[src/design/comm_pkg.sv]
`default_nettype none

package comm_pkg;

	////////////////////////////////////////
	// Communicator context
	////////////////////////////////////////

	// Rank within the communicator
	localparam int rank_w = 9;

	// Child count field of the context
	localparam int children_w = 3;

	// One child per torus direction
	// x, y and z, both signs
	localparam int max_children = 6;

	// Arrival counter
	// One bit wider than the child count, so children plus local fits
	localparam int count_w = children_w + 1;

endpackage

`default_nettype wire

[src/design/net_pkg.sv]
`default_nettype none

package net_pkg;

	////////////////////////////////////////
	// Packet field widths
	////////////////////////////////////////

	// Reduction operand, one word per packet
	localparam int payload_w = 32;
	// Sequence tag of a collective call
	localparam int seq_w = 8;
	// Communicator context id carried in every packet
	localparam int context_w = 8;

	////////////////////////////////////////
	// Collective opcodes
	////////////////////////////////////////

	// Codes follow the torus packet header
	// Only the two short reductions are handled by this node
	typedef enum logic [3:0] {
		op_scan            = 4'd3,
		op_all_to_all      = 4'd4,
		op_large_bcast     = 4'd5,
		op_medium_bcast    = 4'd6,
		op_short_bcast     = 4'd7,
		op_scatter         = 4'd8,
		op_large_allgather = 4'd9,
		op_short_allgather = 4'd10,
		op_gather          = 4'd11,
		op_short_reduce    = 4'd12,
		op_large_reduce    = 4'd13,
		op_short_allreduce = 4'd14,
		op_large_allreduce = 4'd15
	} collective_op_e;

	// Error codes reported on the error strobe
	typedef enum logic [1:0] {
		err_none        = 2'd0,
		err_bad_context = 2'd1,
		err_bad_op      = 2'd2,
		err_bad_config  = 2'd3
	} node_error_e;

endpackage

`default_nettype wire
[src/design/collective_ifs.sv]
`timescale 1ns/1ps
`default_nettype none

////////////////////////////////////////
// Communicator context bus
////////////////////////////////////////

interface comm_ctx_if;
	// Level, high once a context has been accepted
	logic ctx_valid;
	logic [net_pkg::context_w-1:0] context_id;
	logic [comm_pkg::rank_w-1:0] root;
	logic [comm_pkg::rank_w-1:0] local_rank;
	logic [comm_pkg::children_w-1:0] children;
	// Strobe for a rejected load
	logic cfg_error;

	modport source(
		output ctx_valid, context_id, root, local_rank, children, cfg_error
	);
	modport sink(
		input ctx_valid, context_id, root, local_rank, children, cfg_error
	);
endinterface

////////////////////////////////////////
// Gathered totals bus
////////////////////////////////////////

interface gather_if;
	// New totals this cycle
	logic arrived;
	logic [net_pkg::payload_w-1:0] sum;
	logic [comm_pkg::count_w-1:0] count;
	// Tags of the first arrival
	net_pkg::collective_op_e op;
	logic [net_pkg::seq_w-1:0] seq;
	logic [net_pkg::context_w-1:0] context_id;
	// Later arrival disagreed with the tags
	logic inconsistent;
	// Back from the forwarder, restart the totals
	logic flush;

	modport source(
		output arrived, sum, count, op, seq, context_id, inconsistent,
		input flush
	);
	modport sink(
		input arrived, sum, count, op, seq, context_id, inconsistent,
		output flush
	);
endinterface

`default_nettype wire

[src/design/collective_node.sv]
`timescale 1ns/1ps
`default_nettype none

module collective_node (
	input wire logic clk,
	input wire logic rst_n,
	// Communicator load
	input wire logic comm_load,
	input wire logic [net_pkg::context_w-1:0] comm_context_id,
	input wire logic [comm_pkg::rank_w-1:0] comm_root,
	input wire logic [comm_pkg::rank_w-1:0] comm_local_rank,
	input wire logic [comm_pkg::children_w-1:0] comm_children,
	// Local processor contribution
	input wire logic local_valid,
	input wire net_pkg::collective_op_e local_op,
	input wire logic [net_pkg::context_w-1:0] local_context_id,
	input wire logic [net_pkg::seq_w-1:0] local_seq,
	input wire logic [net_pkg::payload_w-1:0] local_payload,
	// Merged child link
	input wire logic child_valid,
	input wire net_pkg::collective_op_e child_op,
	input wire logic [net_pkg::context_w-1:0] child_context_id,
	input wire logic [net_pkg::seq_w-1:0] child_seq,
	input wire logic [net_pkg::payload_w-1:0] child_payload,
	// To parent
	output logic up_valid,
	output net_pkg::collective_op_e up_op,
	output logic [net_pkg::seq_w-1:0] up_seq,
	output logic [net_pkg::payload_w-1:0] up_payload,
	// Root delivery
	output logic result_valid,
	output logic [net_pkg::seq_w-1:0] result_seq,
	output logic [net_pkg::payload_w-1:0] result_payload,
	// Allreduce broadcast packet
	output logic bcast_valid,
	output logic [net_pkg::seq_w-1:0] bcast_seq,
	output logic [net_pkg::payload_w-1:0] bcast_payload,
	output logic error_valid,
	output net_pkg::node_error_e error_code
);

	comm_ctx_if ctx_bus();
	gather_if gat_bus();

	// Context side
	comm_registry u_registry (
		.clk(clk),
		.rst_n(rst_n),
		.comm_load(comm_load),
		.comm_context_id(comm_context_id),
		.comm_root(comm_root),
		.comm_local_rank(comm_local_rank),
		.comm_children(comm_children),
		.ctx(ctx_bus.source)
	);

	// Data side
	contribution_gatherer u_gatherer (
		.clk(clk),
		.rst_n(rst_n),
		.local_valid(local_valid),
		.local_op(local_op),
		.local_context_id(local_context_id),
		.local_seq(local_seq),
		.local_payload(local_payload),
		.child_valid(child_valid),
		.child_op(child_op),
		.child_context_id(child_context_id),
		.child_seq(child_seq),
		.child_payload(child_payload),
		.gat(gat_bus.source)
	);

	// Combines both, decides and routes
	reduction_forwarder u_forwarder (
		.clk(clk),
		.rst_n(rst_n),
		.ctx(ctx_bus.sink),
		.gat(gat_bus.sink),
		.up_valid(up_valid),
		.up_op(up_op),
		.up_seq(up_seq),
		.up_payload(up_payload),
		.result_valid(result_valid),
		.result_seq(result_seq),
		.result_payload(result_payload),
		.bcast_valid(bcast_valid),
		.bcast_seq(bcast_seq),
		.bcast_payload(bcast_payload),
		.error_valid(error_valid),
		.error_code(error_code)
	);

endmodule

`default_nettype wire

[src/design/reduction_forwarder.sv]
`timescale 1ns/1ps
`default_nettype none

module reduction_forwarder (
	input wire logic clk,
	input wire logic rst_n,
	comm_ctx_if.sink ctx,
	gather_if.sink gat,
	output logic up_valid,
	output net_pkg::collective_op_e up_op,
	output logic [net_pkg::seq_w-1:0] up_seq,
	output logic [net_pkg::payload_w-1:0] up_payload,
	output logic result_valid,
	output logic [net_pkg::seq_w-1:0] result_seq,
	output logic [net_pkg::payload_w-1:0] result_payload,
	output logic bcast_valid,
	output logic [net_pkg::seq_w-1:0] bcast_seq,
	output logic [net_pkg::payload_w-1:0] bcast_payload,
	output logic error_valid,
	output net_pkg::node_error_e error_code
);

	logic ctx_bad;
	logic op_ok;
	logic op_bad;
	logic [comm_pkg::count_w-1:0] target;
	logic done;
	logic is_root;
	logic emit;

	////////////////////////////////////////
	// Arrival checks
	////////////////////////////////////////

	// 1. context
	assign ctx_bad = !ctx.ctx_valid || (gat.context_id != ctx.context_id);

	// 2. opcode and consistency
	assign op_ok = (gat.op == net_pkg::op_short_reduce) ||
		(gat.op == net_pkg::op_short_allreduce);
	assign op_bad = !op_ok || gat.inconsistent;

	// 3. completion, all children plus the local processor
	assign target = {1'b0, ctx.children} + 1'b1;
	assign done = (gat.count == target);

	assign is_root = (ctx.local_rank == ctx.root);
	assign emit = gat.arrived && !ctx_bad && !op_bad && done;

	// Restart totals on any verdict
	// same cycle, so a new arrival now starts the next reduction
	assign gat.flush = gat.arrived && (ctx_bad || op_bad || done);

	////////////////////////////////////////
	// Output strobes
	////////////////////////////////////////

	always_ff @(posedge clk) begin
		if (!rst_n) begin
			up_valid <= 1'b0;
			result_valid <= 1'b0;
			bcast_valid <= 1'b0;
			error_valid <= 1'b0;
			error_code <= net_pkg::err_none;
		end else begin
			// Non-root sends up toward the parent
			up_valid <= emit && !is_root;
			// Root delivers, allreduce also starts the downward tree
			result_valid <= emit && is_root;
			bcast_valid <= emit && is_root && (gat.op == net_pkg::op_short_allreduce);
			error_valid <= ctx.cfg_error || (gat.arrived && (ctx_bad || op_bad));
			// Arrival error wins over a config error in the same cycle
			if (gat.arrived && ctx_bad) begin
				error_code <= net_pkg::err_bad_context;
			end else if (gat.arrived && op_bad) begin
				error_code <= net_pkg::err_bad_op;
			end else if (ctx.cfg_error) begin
				error_code <= net_pkg::err_bad_config;
			end else begin
				error_code <= net_pkg::err_none;
			end
		end
	end

	// Packet fields, held until the next emit
	always_ff @(posedge clk) begin
		if (emit && !is_root) begin
			up_op <= gat.op;
			up_seq <= gat.seq;
			up_payload <= gat.sum;
		end
		if (emit && is_root) begin
			result_seq <= gat.seq;
			result_payload <= gat.sum;
		end
		// Broadcast copy of the root result
		if (emit && is_root && gat.op == net_pkg::op_short_allreduce) begin
			bcast_seq <= gat.seq;
			bcast_payload <= gat.sum;
		end
	end

endmodule

`default_nettype wire

[src/design/contribution_gatherer.sv]
`timescale 1ns/1ps
`default_nettype none

module contribution_gatherer (
	input wire logic clk,
	input wire logic rst_n,
	input wire logic local_valid,
	input wire net_pkg::collective_op_e local_op,
	input wire logic [net_pkg::context_w-1:0] local_context_id,
	input wire logic [net_pkg::seq_w-1:0] local_seq,
	input wire logic [net_pkg::payload_w-1:0] local_payload,
	input wire logic child_valid,
	input wire net_pkg::collective_op_e child_op,
	input wire logic [net_pkg::context_w-1:0] child_context_id,
	input wire logic [net_pkg::seq_w-1:0] child_seq,
	input wire logic [net_pkg::payload_w-1:0] child_payload,
	gather_if.source gat
);

	// Current totals
	logic [net_pkg::payload_w-1:0] sum_q;
	logic [comm_pkg::count_w-1:0] count_q;
	net_pkg::collective_op_e op_q;
	logic [net_pkg::seq_w-1:0] seq_q;
	logic [net_pkg::context_w-1:0] ctx_q;
	logic incon_q;
	logic arrived_q;

	// Next totals
	logic [net_pkg::payload_w-1:0] n_sum;
	logic [comm_pkg::count_w-1:0] n_count;
	net_pkg::collective_op_e n_op;
	logic [net_pkg::seq_w-1:0] n_seq;
	logic [net_pkg::context_w-1:0] n_ctx;
	logic n_incon;

	////////////////////////////////////////
	// Accumulate
	////////////////////////////////////////

	always_comb begin
		// Flush or idle starts an empty reduction
		if (gat.flush || count_q == '0) begin
			n_sum = '0;
			n_count = '0;
			n_incon = 1'b0;
		end else begin
			n_sum = sum_q;
			n_count = count_q;
			n_incon = incon_q;
		end
		n_op = op_q;
		n_seq = seq_q;
		n_ctx = ctx_q;
		// Local first, so it tags a same-cycle pair
		if (local_valid) begin
			if (n_count == '0) begin
				n_op = local_op;
				n_seq = local_seq;
				n_ctx = local_context_id;
			end else if (local_op != n_op || local_seq != n_seq || local_context_id != n_ctx) begin
				n_incon = 1'b1;
			end
			n_sum = n_sum + local_payload;
			// Saturate rather than wrap back to zero
			if (n_count != '1) begin
				n_count = n_count + 1'b1;
			end
		end
		// Child compared against whatever tagged first
		if (child_valid) begin
			if (n_count == '0) begin
				n_op = child_op;
				n_seq = child_seq;
				n_ctx = child_context_id;
			end else if (child_op != n_op || child_seq != n_seq || child_context_id != n_ctx) begin
				n_incon = 1'b1;
			end
			n_sum = n_sum + child_payload;
			if (n_count != '1) begin
				n_count = n_count + 1'b1;
			end
		end
	end

	// Sum and tags
	always_ff @(posedge clk) begin
		sum_q <= n_sum;
		op_q <= n_op;
		seq_q <= n_seq;
		ctx_q <= n_ctx;
	end

	// Count, mismatch flag, arrival strobe
	always_ff @(posedge clk) begin
		if (!rst_n) begin
			count_q <= '0;
			incon_q <= 1'b0;
			arrived_q <= 1'b0;
		end else begin
			count_q <= n_count;
			incon_q <= n_incon;
			arrived_q <= local_valid || child_valid;
		end
	end

	assign gat.arrived = arrived_q;
	assign gat.sum = sum_q;
	assign gat.count = count_q;
	assign gat.op = op_q;
	assign gat.seq = seq_q;
	assign gat.context_id = ctx_q;
	assign gat.inconsistent = incon_q;

endmodule

`default_nettype wire

[src/design/comm_registry.sv]
`timescale 1ns/1ps
`default_nettype none

module comm_registry (
	input wire logic clk,
	input wire logic rst_n,
	input wire logic comm_load,
	input wire logic [net_pkg::context_w-1:0] comm_context_id,
	input wire logic [comm_pkg::rank_w-1:0] comm_root,
	input wire logic [comm_pkg::rank_w-1:0] comm_local_rank,
	input wire logic [comm_pkg::children_w-1:0] comm_children,
	comm_ctx_if.source ctx
);

	// Load is legal only within the torus fan-in
	logic load_ok;

	assign load_ok = (comm_children <= comm_pkg::max_children);

	// Context fields
	// Old context survives a rejected load
	always_ff @(posedge clk) begin
		if (comm_load && load_ok) begin
			ctx.context_id <= comm_context_id;
			ctx.root <= comm_root;
			ctx.local_rank <= comm_local_rank;
			ctx.children <= comm_children;
		end
	end

	// Valid flag and error strobe
	always_ff @(posedge clk) begin
		if (!rst_n) begin
			ctx.ctx_valid <= 1'b0;
			ctx.cfg_error <= 1'b0;
		end else begin
			// Sticky after the first good load
			if (comm_load && load_ok) begin
				ctx.ctx_valid <= 1'b1;
			end
			// Single cycle, same cycle as the fields would change
			ctx.cfg_error <= comm_load && !load_ok;
		end
	end

endmodule

`default_nettype wire

[config.mk]
export PLATFORM = sky130hd
export DESIGN_NAME = collective_node
export DESIGN_NICKNAME = d
export VERILOG_FILES = /design/src/design/comm_pkg.sv /design/src/design/net_pkg.sv /design/src/design/collective_ifs.sv /design/src/design/collective_node.sv /design/src/design/reduction_forwarder.sv /design/src/design/contribution_gatherer.sv /design/src/design/comm_registry.sv
export SDC_FILE = /design/constraint.sdc
export NUM_CORES = 1
export LEC_CHECK = 0
export BUFFER_PORTS_ARGS = -buffer_cell sky130_fd_sc_hd__buf_2
export CORE_ASPECT_RATIO = 1.25
export CORE_UTILIZATION = 44
export DETAILED_ROUTE_END_ITERATION = 12
export HOLD_SLACK_MARGIN = 0.02
export PLACE_DENSITY = 0.7
export SLEW_MARGIN = 15
export SYNTH_ARGS = -nofsm -noshare
export SYNTH_HDL_FRONTEND = slang
export SYNTH_SLANG_ARGS = --single-unit
[constraint.sdc]
create_clock -name clk -period 6.7 [get_ports clk]
set_clock_uncertainty 0.1 [all_clocks]
set_input_delay 1.34 -clock clk [delete_from_list [all_inputs] [get_ports clk]]
set_output_delay 1.34 -clock clk [all_outputs]
set_load 0.05 [all_outputs]
# --- Yosys cells after proc, flatten, opt, wreduce, memory -nomap -nowiden ---
# Cells that the tools add are included.
totals:
  reg_bits: 219
  latchBits: 0
  ram_bits: 0
  rom_bits: 0
  inputBits: 138
  wordCells: 110
  memories: 0
classes:
  addsub: 5
  multipliers: 0
  div_mod_pow: 0
  magnitude_cmp: 1
  eq_ne: 13
  shifts: 0
  n_mux: 30
  bitwise: 1
  reduce_logical: 34
ops:
  columns: ["operator", "count"]
  rows:
  - ["$mux W32", 3]
  - ["$add A32 B32 Y32", 2]
  - ["$mux W8", 8]
  - ["$ne A8 B8 Y1", 5]
  - ["$mux W4", 9]
  - ["$logic_and A1 B1 Y1", 12]
  - ["$logic_not A4 Y1", 3]
  - ["$logic_or A1 B1 Y1", 12]
  - ["$eq A9 B9 Y1", 1]
  - ["$add A4 B1 Y4 const B", 2]
  - ["$eq A4 B4 Y1 const B", 2]
  - ["$mux W1", 8]
  - ["$ne A4 B4 Y1", 2]
  - ["$ne A4 B4 Y1 const B", 2]
  - ["$logic_not A1 Y1", 6]
  - ["$add A3 B1 Y4 const B", 1]
  - ["$eq A4 B4 Y1", 1]
  - ["$mux W2", 2]
  - ["$le A3 B3 Y1 const B", 1]
  - ["$reduce_or A2 Y1", 1]
  - ["$not A1 Y1", 1]

# --- Longest topological paths before layout ---
# Gate-level depths: netlist (run 1).
depth:
  word_depth: 18
  mapped_depth: 33
  mapped_depth_nobuf: 31

# --- Modules after synthesis ---
# A second synthesis (run 1) with hierarchy kept.
unflattened:
  cells_unflattened: 1133
  area_unflattened_um2: 12236.7
by_module_without_submodules:
  columns: ["mod", "instances", "cells_per_inst", "area_per_inst_um2", "seq_area_each_um2"]
  rows:
  - ["contribution_gatherer", 1, 907, 6970.4, 1161.1]
  - ["reduction_forwarder", 1, 188, 4319.1, 3843.7]
  - ["comm_registry", 1, 38, 947.2, 910.9]

# --- Worst setup path after synthesis (run 1) ---
# OpenSTA, ideal clock, no wires.
synth_path:
  path_kind: "register to register"
  startpoint: "register u_registry.ctx.context_id[4]"
  endpoint: "register u_gatherer.sum_q, in the netlist u_gatherer.gat.sum[31]"
  arrival_ps: 6725
  required_time_ps: 6475
  path_slack_ps: -250
  path_stages_with_launch: 33
  n_path_buf: 3
  period_less_slack_ps: 6950
  path_cell_list: "edfxtp_1 xnor2_1 nand3_1 o41ai_2 buf_2 and2_1 clkbuf_1 buf_1 nand2_1 inv_1 ha_1 a21o_1 a221o_1 or2_1 a31oi_1 nor4_2 o2111ai_1 a21oi_1 o21a_1 xor2_1 nand2_1 nand2_1 ha_1 or2_0 and2_1 a221oi_1 a21bo_2 a41o_1 o41ai_2 o21ai_1 o41a_1 xor2_1 xnor2_1"
synth_between:
  elab_chain_cells: 11
synth_lines:
  columns: ["element", "line_no", "rtl"]
  rows:
  - ["start, declared", "collective_ifs.sv:19", "output ctx_valid, context_id, root, local_rank, children, cfg_error"]
  - ["start signal, assigned", "comm_registry.sv:24", "ctx.context_id <= comm_context_id;"]
  - ["$ne A8 B8 Y1 *", "reduction_forwarder.sv:36", "assign ctx_bad = !ctx.ctx_valid || (gat.context_id != ctx.context_id);"]
  - ["$logic_or A1 B1 Y1 *", "reduction_forwarder.sv:36", null]
  - ["$logic_or A1 B1 Y1 * (2 in series)", "reduction_forwarder.sv:52", "assign gat.flush = gat.arrived && (ctx_bad || op_bad || done);"]
  - ["$logic_and A1 B1 Y1 *", "reduction_forwarder.sv:52", null]
  - ["$logic_or A1 B1 Y1 *", "contribution_gatherer.sv:43", "if (gat.flush || count_q == '0) begin"]
  - ["$mux W32 *", "contribution_gatherer.sv:43", null]
  - ["$add A32 B32 Y32", "contribution_gatherer.sv:64", "n_sum = n_sum + local_payload;"]
  - ["$mux W32 *", "contribution_gatherer.sv:56", "if (local_valid) begin"]
  - ["$add A32 B32 Y32", "contribution_gatherer.sv:79", "n_sum = n_sum + child_payload;"]
  - ["$mux W32 *", "contribution_gatherer.sv:71", "if (child_valid) begin"]
  - ["named net u_gatherer.n_sum (one bit)", "contribution_gatherer.sv:30", "logic [net_pkg::payload_w-1:0] n_sum;"]
  - ["end signal, assigned", "contribution_gatherer.sv:88", "sum_q <= n_sum;"]
  - ["end, declared", "contribution_gatherer.sv:21", "logic [net_pkg::payload_w-1:0] sum_q;"]
# The timed path passes the listed nets; every way through them passes the cells marked *.
# A chain may end at the register's enable or synchronous reset.

# --- Final worst setup path (run 1) ---
layout_path:
  startpoint: "register u_registry.ctx.children[0]"
  endpoint: "register u_gatherer.sum_q, in the netlist u_gatherer.gat.sum[31]"
layout_between:
  elab_chain_cells: 10
layout_lines:
  columns: ["element", "line_no", "rtl"]
  rows:
  - ["start, declared", "collective_ifs.sv:19", null]
  - ["start signal, assigned", "comm_registry.sv:27", "ctx.children <= comm_children;"]
  - ["$add A3 B1 Y4 *", "reduction_forwarder.sv:44", "assign target = {1'b0, ctx.children} + 1'b1;"]
  - ["$eq A4 B4 Y1 *", "reduction_forwarder.sv:45", "assign done = (gat.count == target);"]
  - ["$logic_or A1 B1 Y1 *", "reduction_forwarder.sv:52", null]
  - ["$logic_and A1 B1 Y1 *", "reduction_forwarder.sv:52", null]
  - ["$logic_or A1 B1 Y1 *", "contribution_gatherer.sv:43", null]
  - ["$mux W32 *", "contribution_gatherer.sv:43", null]
  - ["$add A32 B32 Y32", "contribution_gatherer.sv:64", null]
  - ["$mux W32 *", "contribution_gatherer.sv:56", null]
  - ["$add A32 B32 Y32", "contribution_gatherer.sv:79", null]
  - ["$mux W32 *", "contribution_gatherer.sv:71", null]
  - ["named net u_gatherer.n_sum (one bit)", "contribution_gatherer.sv:30", null]
# Marks and branches as above.

==> out/qor.yml, run 1 <==
pwr:
  pwr_total_mw: 4.165
  max-vdd-ir-drop_v: 0.0001998
  pwr_density_cell_nw_per_um2: 274.2
  p_leak_nw: 6.618
floorplanning:
  start_util_pct: 44.58
  dieHeight_um: 186.0
  die_area_um2: 27760
  die_w_um: 149.2
  core_area_um2: 26740
  rows: 67
  design.portCount: 268
global_route:
  grt-ovfl-total: 0
  first_global_vias: 9149
  grt_start_max_net_pins: 55
  grt_antenna_before_repair: 4
  grt.total_usage_pct: 21.92
  grt_pass1_wl_um: 47170
timing:
  timing.final.max_slew_violations: 0
  final_critical_path_setup_slack_ns: 0.1118
  report.final.hold_viol_count: 0
  grt_setup_unrepaired: "true"
  setup_viol: 0
  slew-limit-headroom_pct: 49.90
  post-route-period-util_pct: 98.33
  finalSetupTns_ns: 0
  worst_pin_slew_ns: 0.7515
  min_period_ns: 6.588
  timing.hold.ws_ns: 0.3716
  achievable-frequency_ghz: 0.1518
yosys:
  ys_ff_latch: 219
  combinational_family_with_the_most_area_after_synthesis: "compound AO/OA/AOI/OAI gates"
  yosysSeqAreaShare_pct: 49.62
  synth_compound_area_share_pct: 14.11
  syn_nets: 1293
  synth_xor_area_share_pct: 8.365
  ys_types: 80
  async_flop_share_pct: 0
  synthSimpleGateAreaFrac_pct: 13.32
  synth_top_area_share_pct: 38.54
  ys.warnings.count: 0
  synth_top_area_cell: "sky130_fd_sc_hd__edfxtp_1"
  synthMostInstantiatedCell: "sky130_fd_sc_hd__edfxtp_1"
  synth.avg_cell_area_um2: 11.00
  post_synth_mux_area_share_pct: 4.702
  synth.top_cells.by_area: "sky130_fd_sc_hd__edfxtp_1 (39%), sky130_fd_sc_hd__dfxtp_1 (11%), sky130_fd_sc_hd__ha_1 (7.2%)"
  post_synth_most_frequent_cells: "sky130_fd_sc_hd__edfxtp_1 (153), sky130_fd_sc_hd__a21oi_1 (91), sky130_fd_sc_hd__nand2_1 (75)"
  synth_top_flop_cell: "sky130_fd_sc_hd__edfxtp_1"
  synthesis.area_um2: 11920
  synth_cells: 1084
  number_of_enable_type_register_cells_in_the_synthesized_netlist: 153
  post_synthesis_adder_cell_area_fraction_pct: 7.746
cells_and_area:
  regArea_um2: 5916
  fin_nets: 1617
  instances_no_fill: 1773
  footprint_of_the_multi_input_gates_um2: 6108
  area.growth.synth_to_final_pct: 27.39
  fin_area_um2: 15190
  finalCoreUtilization_pct: 56.79
  fillerInstances: 2273
  post_route_cells_drive_above_1_share_pct: 32.91
detailed_routing:
  drt_drc_violations_left: 0
  drt_first_pass_iters: 5
  routed-via-count: 9665
  drt-total-wl_um: 32180
  routedWlPerCell_um: 18.15
  detail-route-antenna-nets: 0
  drt_first_iter_violations: 635
  vias_per_cell: 5.451
cts:
  clkSinkCount: 219
  cts.hold.buffers_added: 0
  clk_root_buffer_cell: "sky130_fd_sc_hd__clkbuf_16"
  clock_latency_ns: 0.51
  longest_clk_path_bufs: 3
  tritoncts: "built"
  cts-buffers-inserted: 23
  cts_htree_levels: 1
  clkSlewWorstSetupHoldPaths_ns: 0.06
place:
  place.detailed.hpwl_um: 24000
  dpl.cell_count: 1712
  place.port_buffers: 267
  globalplace.congestion: 0.9213
  placed_cell_area_um2: 14050
  dp_worst_setup_slack_ns: -0.1308
run_status:
  run_status: "finished, final reports clean"
run:
  max_cap_viol_count: 0
worst_setup_path:
  slowest_delay_ns: 0.39
  worst-setup-path-type: "flip-flop to flip-flop"
  worst_ep_arrival_time_ns: 6.89
  cp_data_required_time_ns: 7.00
  r2r_cells: 30
  timing.critical_path.slowest_stage_cell: "sky130_fd_sc_hd__edfxtp_1"
  path_max_fanout: 5
  critical_path.startpoint_type: "flip-flop"
  endpoint_type_of_the_worst_setup_path: "flip-flop"
worst_hold_path:
  worstHoldPathType: "flip-flop to flip-flop"
  timing.hold.worst_path_depth: 2
==> layer usage <==
| metal | GRT usage (%) | routed length, µm | share of wire [%] |
|---|---|---|---|
| met1 | 25.46 | 12800 | 40 |
| met2 | 40.04 | 16550 | 51 |
| met3 | 3.284 | 1708 | 5.3 |
| met4 | 8.776 | 1098 | 3.4 |
| met5 | 0 | 25 | 0.078 |
==> cell usage in the layout (no fill, tap or decap), drive strengths merged, types with 32 or more instances in the layout <==
master,synthesis,routed
a21oi,91,91
buf,7,335
o21ai,35,35
nor2,69,69
ha,69,69
a21o,32,32
nand2,75,75
and3,40,40
xor2,43,43
xnor2,70,70
edfxtp,153,153
dfxtp,66,66
==> critical path, delay by kind of cell, from the launching register on <==
family	cells	cell delay [ns]
adder cells (fa/ha/maj)	3	0.78
buffers and inverters	3	0.33
flip-flops	1	0.39
AND/OR/NAND/NOR	10	1.58
XOR/XNOR	3	0.43
AO/OA/AOI/OAI	11	2.86
==> power breakdown <==
part	internal, mW	switching, mW	total (mW)
logic	0.545	0.598	1.14
clock network	0.745	0.527	1.27
registers	1.62	0.127	1.75
==> timing repair <==
| item | CTS | global route |
|---|---|---|
| pin swaps | 7 | 45 |
| buffers inserted | 3 | 14 |
| gates resized for setup | 3 | 49 |
| endpoints found under the setup margin | 2 | 12 |
==> kinds of logic after synthesis <==
kind of cell | Yosys count
AOI/OAI and AO/OA | 252
muxes | 52
and+or+nand+nor | 310
xor gates and xnor gates | 113
DFF | 219
adders and majority gates | 73
buffers and inverters | 65
==> final cells by class <==
type	count	area share (%)
Clock inverter	12	0.8074
Inverter	29	0.7332
Antenna cell	3	0.04943
Tap cell	345	2.842
Timing Repair Buffer	335	12.23
Clock buffer	30	4.160
Multi-Input combinational cell	800	40.22
Sequential cell	219	38.95
==> path summary, 6_finish.rpt <==
check / start / endpoint / slack, ns
worst max register to register: u_registry.ctx.children[0] / u_gatherer.gat.sum[31] / 0.11
worst max-delay path: u_registry.ctx.children[0] / u_gatherer.gat.sum[31] / 0.11
worst min register to register: u_registry.ctx.ctx_valid / u_registry.ctx.ctx_valid / 0.37
worst min-delay path: u_registry.ctx.ctx_valid / u_registry.ctx.ctx_valid / 0.37
==> registers in the layout, indices dropped and copies added, names as in the netlist, 9 cells and up <==
| name | cells |
|---|---|
| u_forwarder.bcast_payload | 32 |
| u_forwarder.result_payload | 32 |
| u_forwarder.up_payload | 32 |
| u_gatherer.gat.sum | 32 |
| u_registry.ctx.local_rank | 9 |
| u_registry.ctx.root | 9 |
Power figures use the tool's default switching activity.
==> run 2: changes to the inputs <==
--- a/config.mk
+++ b/config.mk
@@ -6,11 +6,13 @@
 export NUM_CORES = 1
 export LEC_CHECK = 0
 export BUFFER_PORTS_ARGS = -buffer_cell sky130_fd_sc_hd__buf_2
+export CELL_PAD_IN_SITES_DETAIL_PLACEMENT = 0
+export CELL_PAD_IN_SITES_GLOBAL_PLACEMENT = 1
 export CORE_ASPECT_RATIO = 1.25
-export CORE_UTILIZATION = 44
+export CORE_UTILIZATION = 39
 export DETAILED_ROUTE_END_ITERATION = 12
 export HOLD_SLACK_MARGIN = 0.02
-export PLACE_DENSITY = 0.7
+export PLACE_DENSITY_LB_ADDON = 0.1
 export SLEW_MARGIN = 15
 export SYNTH_ARGS = -nofsm -noshare
 export SYNTH_HDL_FRONTEND = slang
==> out/qor.yml, run 2 (synthesized netlist as in run 1, its figures left out) <==
worst_setup_path:
  worst_ep_arrival_time_ns: 7.05
  critical_path.startpoint_type: "flip-flop"
  worst-path-buf-inv: 3
  path_max_fanout: 5
  timing.critical_path.slowest_stage_cell: "sky130_fd_sc_hd__edfxtp_1"
  endpoint_type_of_the_worst_setup_path: "flip-flop"
  slowest_delay_ns: 0.40
  worst-setup-path-type: "flip-flop to flip-flop"
  critPathTopFamily: "compound AO/OA/AOI/OAI gates"
  cp_data_required_time_ns: 7.01
pwr:
  power_frac_clock_pct: 31.8
  pwr_density_cell_nw_per_um2: 277.2
  internal_power_mw: 2.980
  max-vdd-ir-drop_v: 0.0001939
  power.switching_mw: 1.291
  p_leak_nw: 6.695
  combPwrFrac_pct: 27.3
  seq_power_share_pct: 40.9
  p_sw_share_pct: 30.22
timing:
  post-route-period-util_pct: 100.6
  worst_pin_slew_ns: 1.030
  grt_setup_unrepaired: "true"
  setup_viol: 1
  timing.hold.ws_ns: 0.3620
  slew-limit-headroom_pct: 31.33
  final_critical_path_setup_slack_ns: -0.03763
  min_period_ns: 6.738
  timing.final.max_slew_violations: 0
  achievable-frequency_ghz: 0.1484
  report.final.hold_viol_count: 0
global_route:
  grt_pass1_wl_um: 50140
  grt_antenna_before_repair: 1
  grt-ovfl-total: 0
  first_global_vias: 9459
  grt.total_usage_pct: 20.98
  grt_start_max_net_pins: 50
floorplanning:
  die_area_um2: 31280
  dieHeight_um: 197.5
  rows: 71
  start_util_pct: 39.59
  core_area_um2: 30120
  die_w_um: 158.4
  design.portCount: 268
cts:
  clkSlewWorstSetupHoldPaths_ns: 0.06
  clk_root_buffer_cell: "sky130_fd_sc_hd__clkbuf_16"
  clock_latency_ns: 0.53
  cts_htree_levels: 1
  longest_clk_path_bufs: 3
  cts-buffers-inserted: 25
  tritoncts: "built"
  clkSinkCount: 219
detailed_routing:
  drt_first_iter_violations: 493
  drt-total-wl_um: 33460
  routed-via-count: 9475
  drt_drc_violations_left: 0
  detail-route-antenna-nets: 0
  vias_per_cell: 5.144
  drt_first_pass_iters: 5
  routedWlPerCell_um: 18.16
run_status:
  run_status: "finished with violations"
  violations: "negative setup slack"
cells_and_area:
  post_route_cells_drive_above_1_share_pct: 33.61
  area.growth.synth_to_final_pct: 29.23
  fin_nets: 1631
  highest_count_cells_in_the_layout_ignoring_fill_and_taps: "sky130_fd_sc_hd__buf_2 (267), sky130_fd_sc_hd__edfxtp_1 (153), sky130_fd_sc_hd__a21oi_1 (80)"
  fillerInstances: 2799
  mostFrequentLayoutCell: "sky130_fd_sc_hd__buf_2"
  footprint_of_the_multi_input_gates_um2: 6120
  regArea_um2: 5916
place:
  dp_worst_setup_slack_ns: -0.1523
  place.port_buffers: 267
  place.detailed.hpwl_um: 25380
  globalplace.congestion: 0.8541
run:
  max_cap_viol_count: 0
worst_hold_path:
  worstHoldPathType: "flip-flop to flip-flop"
[run 2: cell count changes in the layout (fill, tap and decap cells not counted), moves of 2 or more]
cell,previous run,this run
sky130_fd_sc_hd__o21ai_2,3,5
sky130_fd_sc_hd__ha_2,2,0
sky130_fd_sc_hd__clkbuf_16,23,25
sky130_fd_sc_hd__diode_2,3,1
sky130_fd_sc_hd__nor2_1,69,67
sky130_fd_sc_hd__buf_4,65,78
sky130_fd_sc_hd__and3_1,37,35
sky130_fd_sc_hd__nor2_2,0,2
sky130_fd_sc_hd__and3_4,2,4
[run 2: area by class of cell]
| cell class | count | area share [%] |
|---|---|---|
| clock buffers | 32 | 4.426 |
| clock inverters | 13 | 0.8528 |
| inverters | 29 | 0.7066 |
| multi-input cells | 800 | 39.72 |
| flip-flops and latches | 219 | 38.40 |
| diodes | 1 | 0.01624 |
| repair buffers | 347 | 12.62 |
| well taps | 401 | 3.257 |
[run 2: layer usage]
layer  vias to the layer above  GRT usage [%]  wire length (µm)
li1                       4721              -                 -
met1                      4440          24.97             14020
met2                       263          37.62             16740
met3                        51          3.247              1779
met4                         0          7.692               915
met5                         -              0                 0
[run 2: repair_timing]
item / in CTS / in global routing
setup buffers: 1 / 6
gates resized for setup: 0 / 51
setup endpoints to repair: 2 / 9
hold buffers: 0 / 0
pin swaps: 4 / 39
cloned: 0 / 0
[run 2: path summary, 6_finish.rpt]
| check | start | to | slack (ns) | cells past startpoint |
|---|---|---|---|---|
| worst max-delay path | u_registry.ctx.children[0] | u_gatherer.gat.sum[31] | -0.04 | 29 |
| worst min-delay path | u_registry.ctx.cfg_error | u_forwarder.error_code[0] | 0.36 | 2 |
| worst max register to register | u_registry.ctx.children[0] | u_gatherer.gat.sum[31] | -0.04 | 29 |
| worst min register to register | u_registry.ctx.cfg_error | u_forwarder.error_code[0] | 0.36 | 2 |
[run 2: worst min-delay path, delay by kind of cell (launching register included)]
| family | cells | cell delay [ns] |
|---|---|---|
| AO/OA/AOI/OAI | 1 | 0.06 |
| flip-flops | 1 | 0.31 |
| AND/OR/NAND/NOR | 1 | 0.05 |
[run 2: power groups by stage]
stage / Clock (mW) / Combinational [mW] / Sequential, mW
2_1_floorplan: 0 / 0.772 / 1.73
3_3_place_gp: 0 / 1.09 / 1.78
3_5_place_dp: 0 / 1.09 / 1.78
4_1_cts: 1.39 / 1.11 / 1.75
5_1_grt: 1.44 / 1.28 / 1.77
6_report: 1.36 / 1.16 / 1.75
[run 2: stage by stage]
stage	power, mW	cell area [µm²]	instances	utilization (%)	setup TNS (ns)
finish	4.271	15410	1842	51.16	-0.03763
floorplan	2.499	12040	1084	-	0
CTS	4.253	15100	1836	50.15	0
global placement	2.872	14280	1790	47.43	-0.06994
global route	4.493	15410	1842	51.16	-0.8087
detailed placement	2.876	14280	1790	47.43	-0.1629
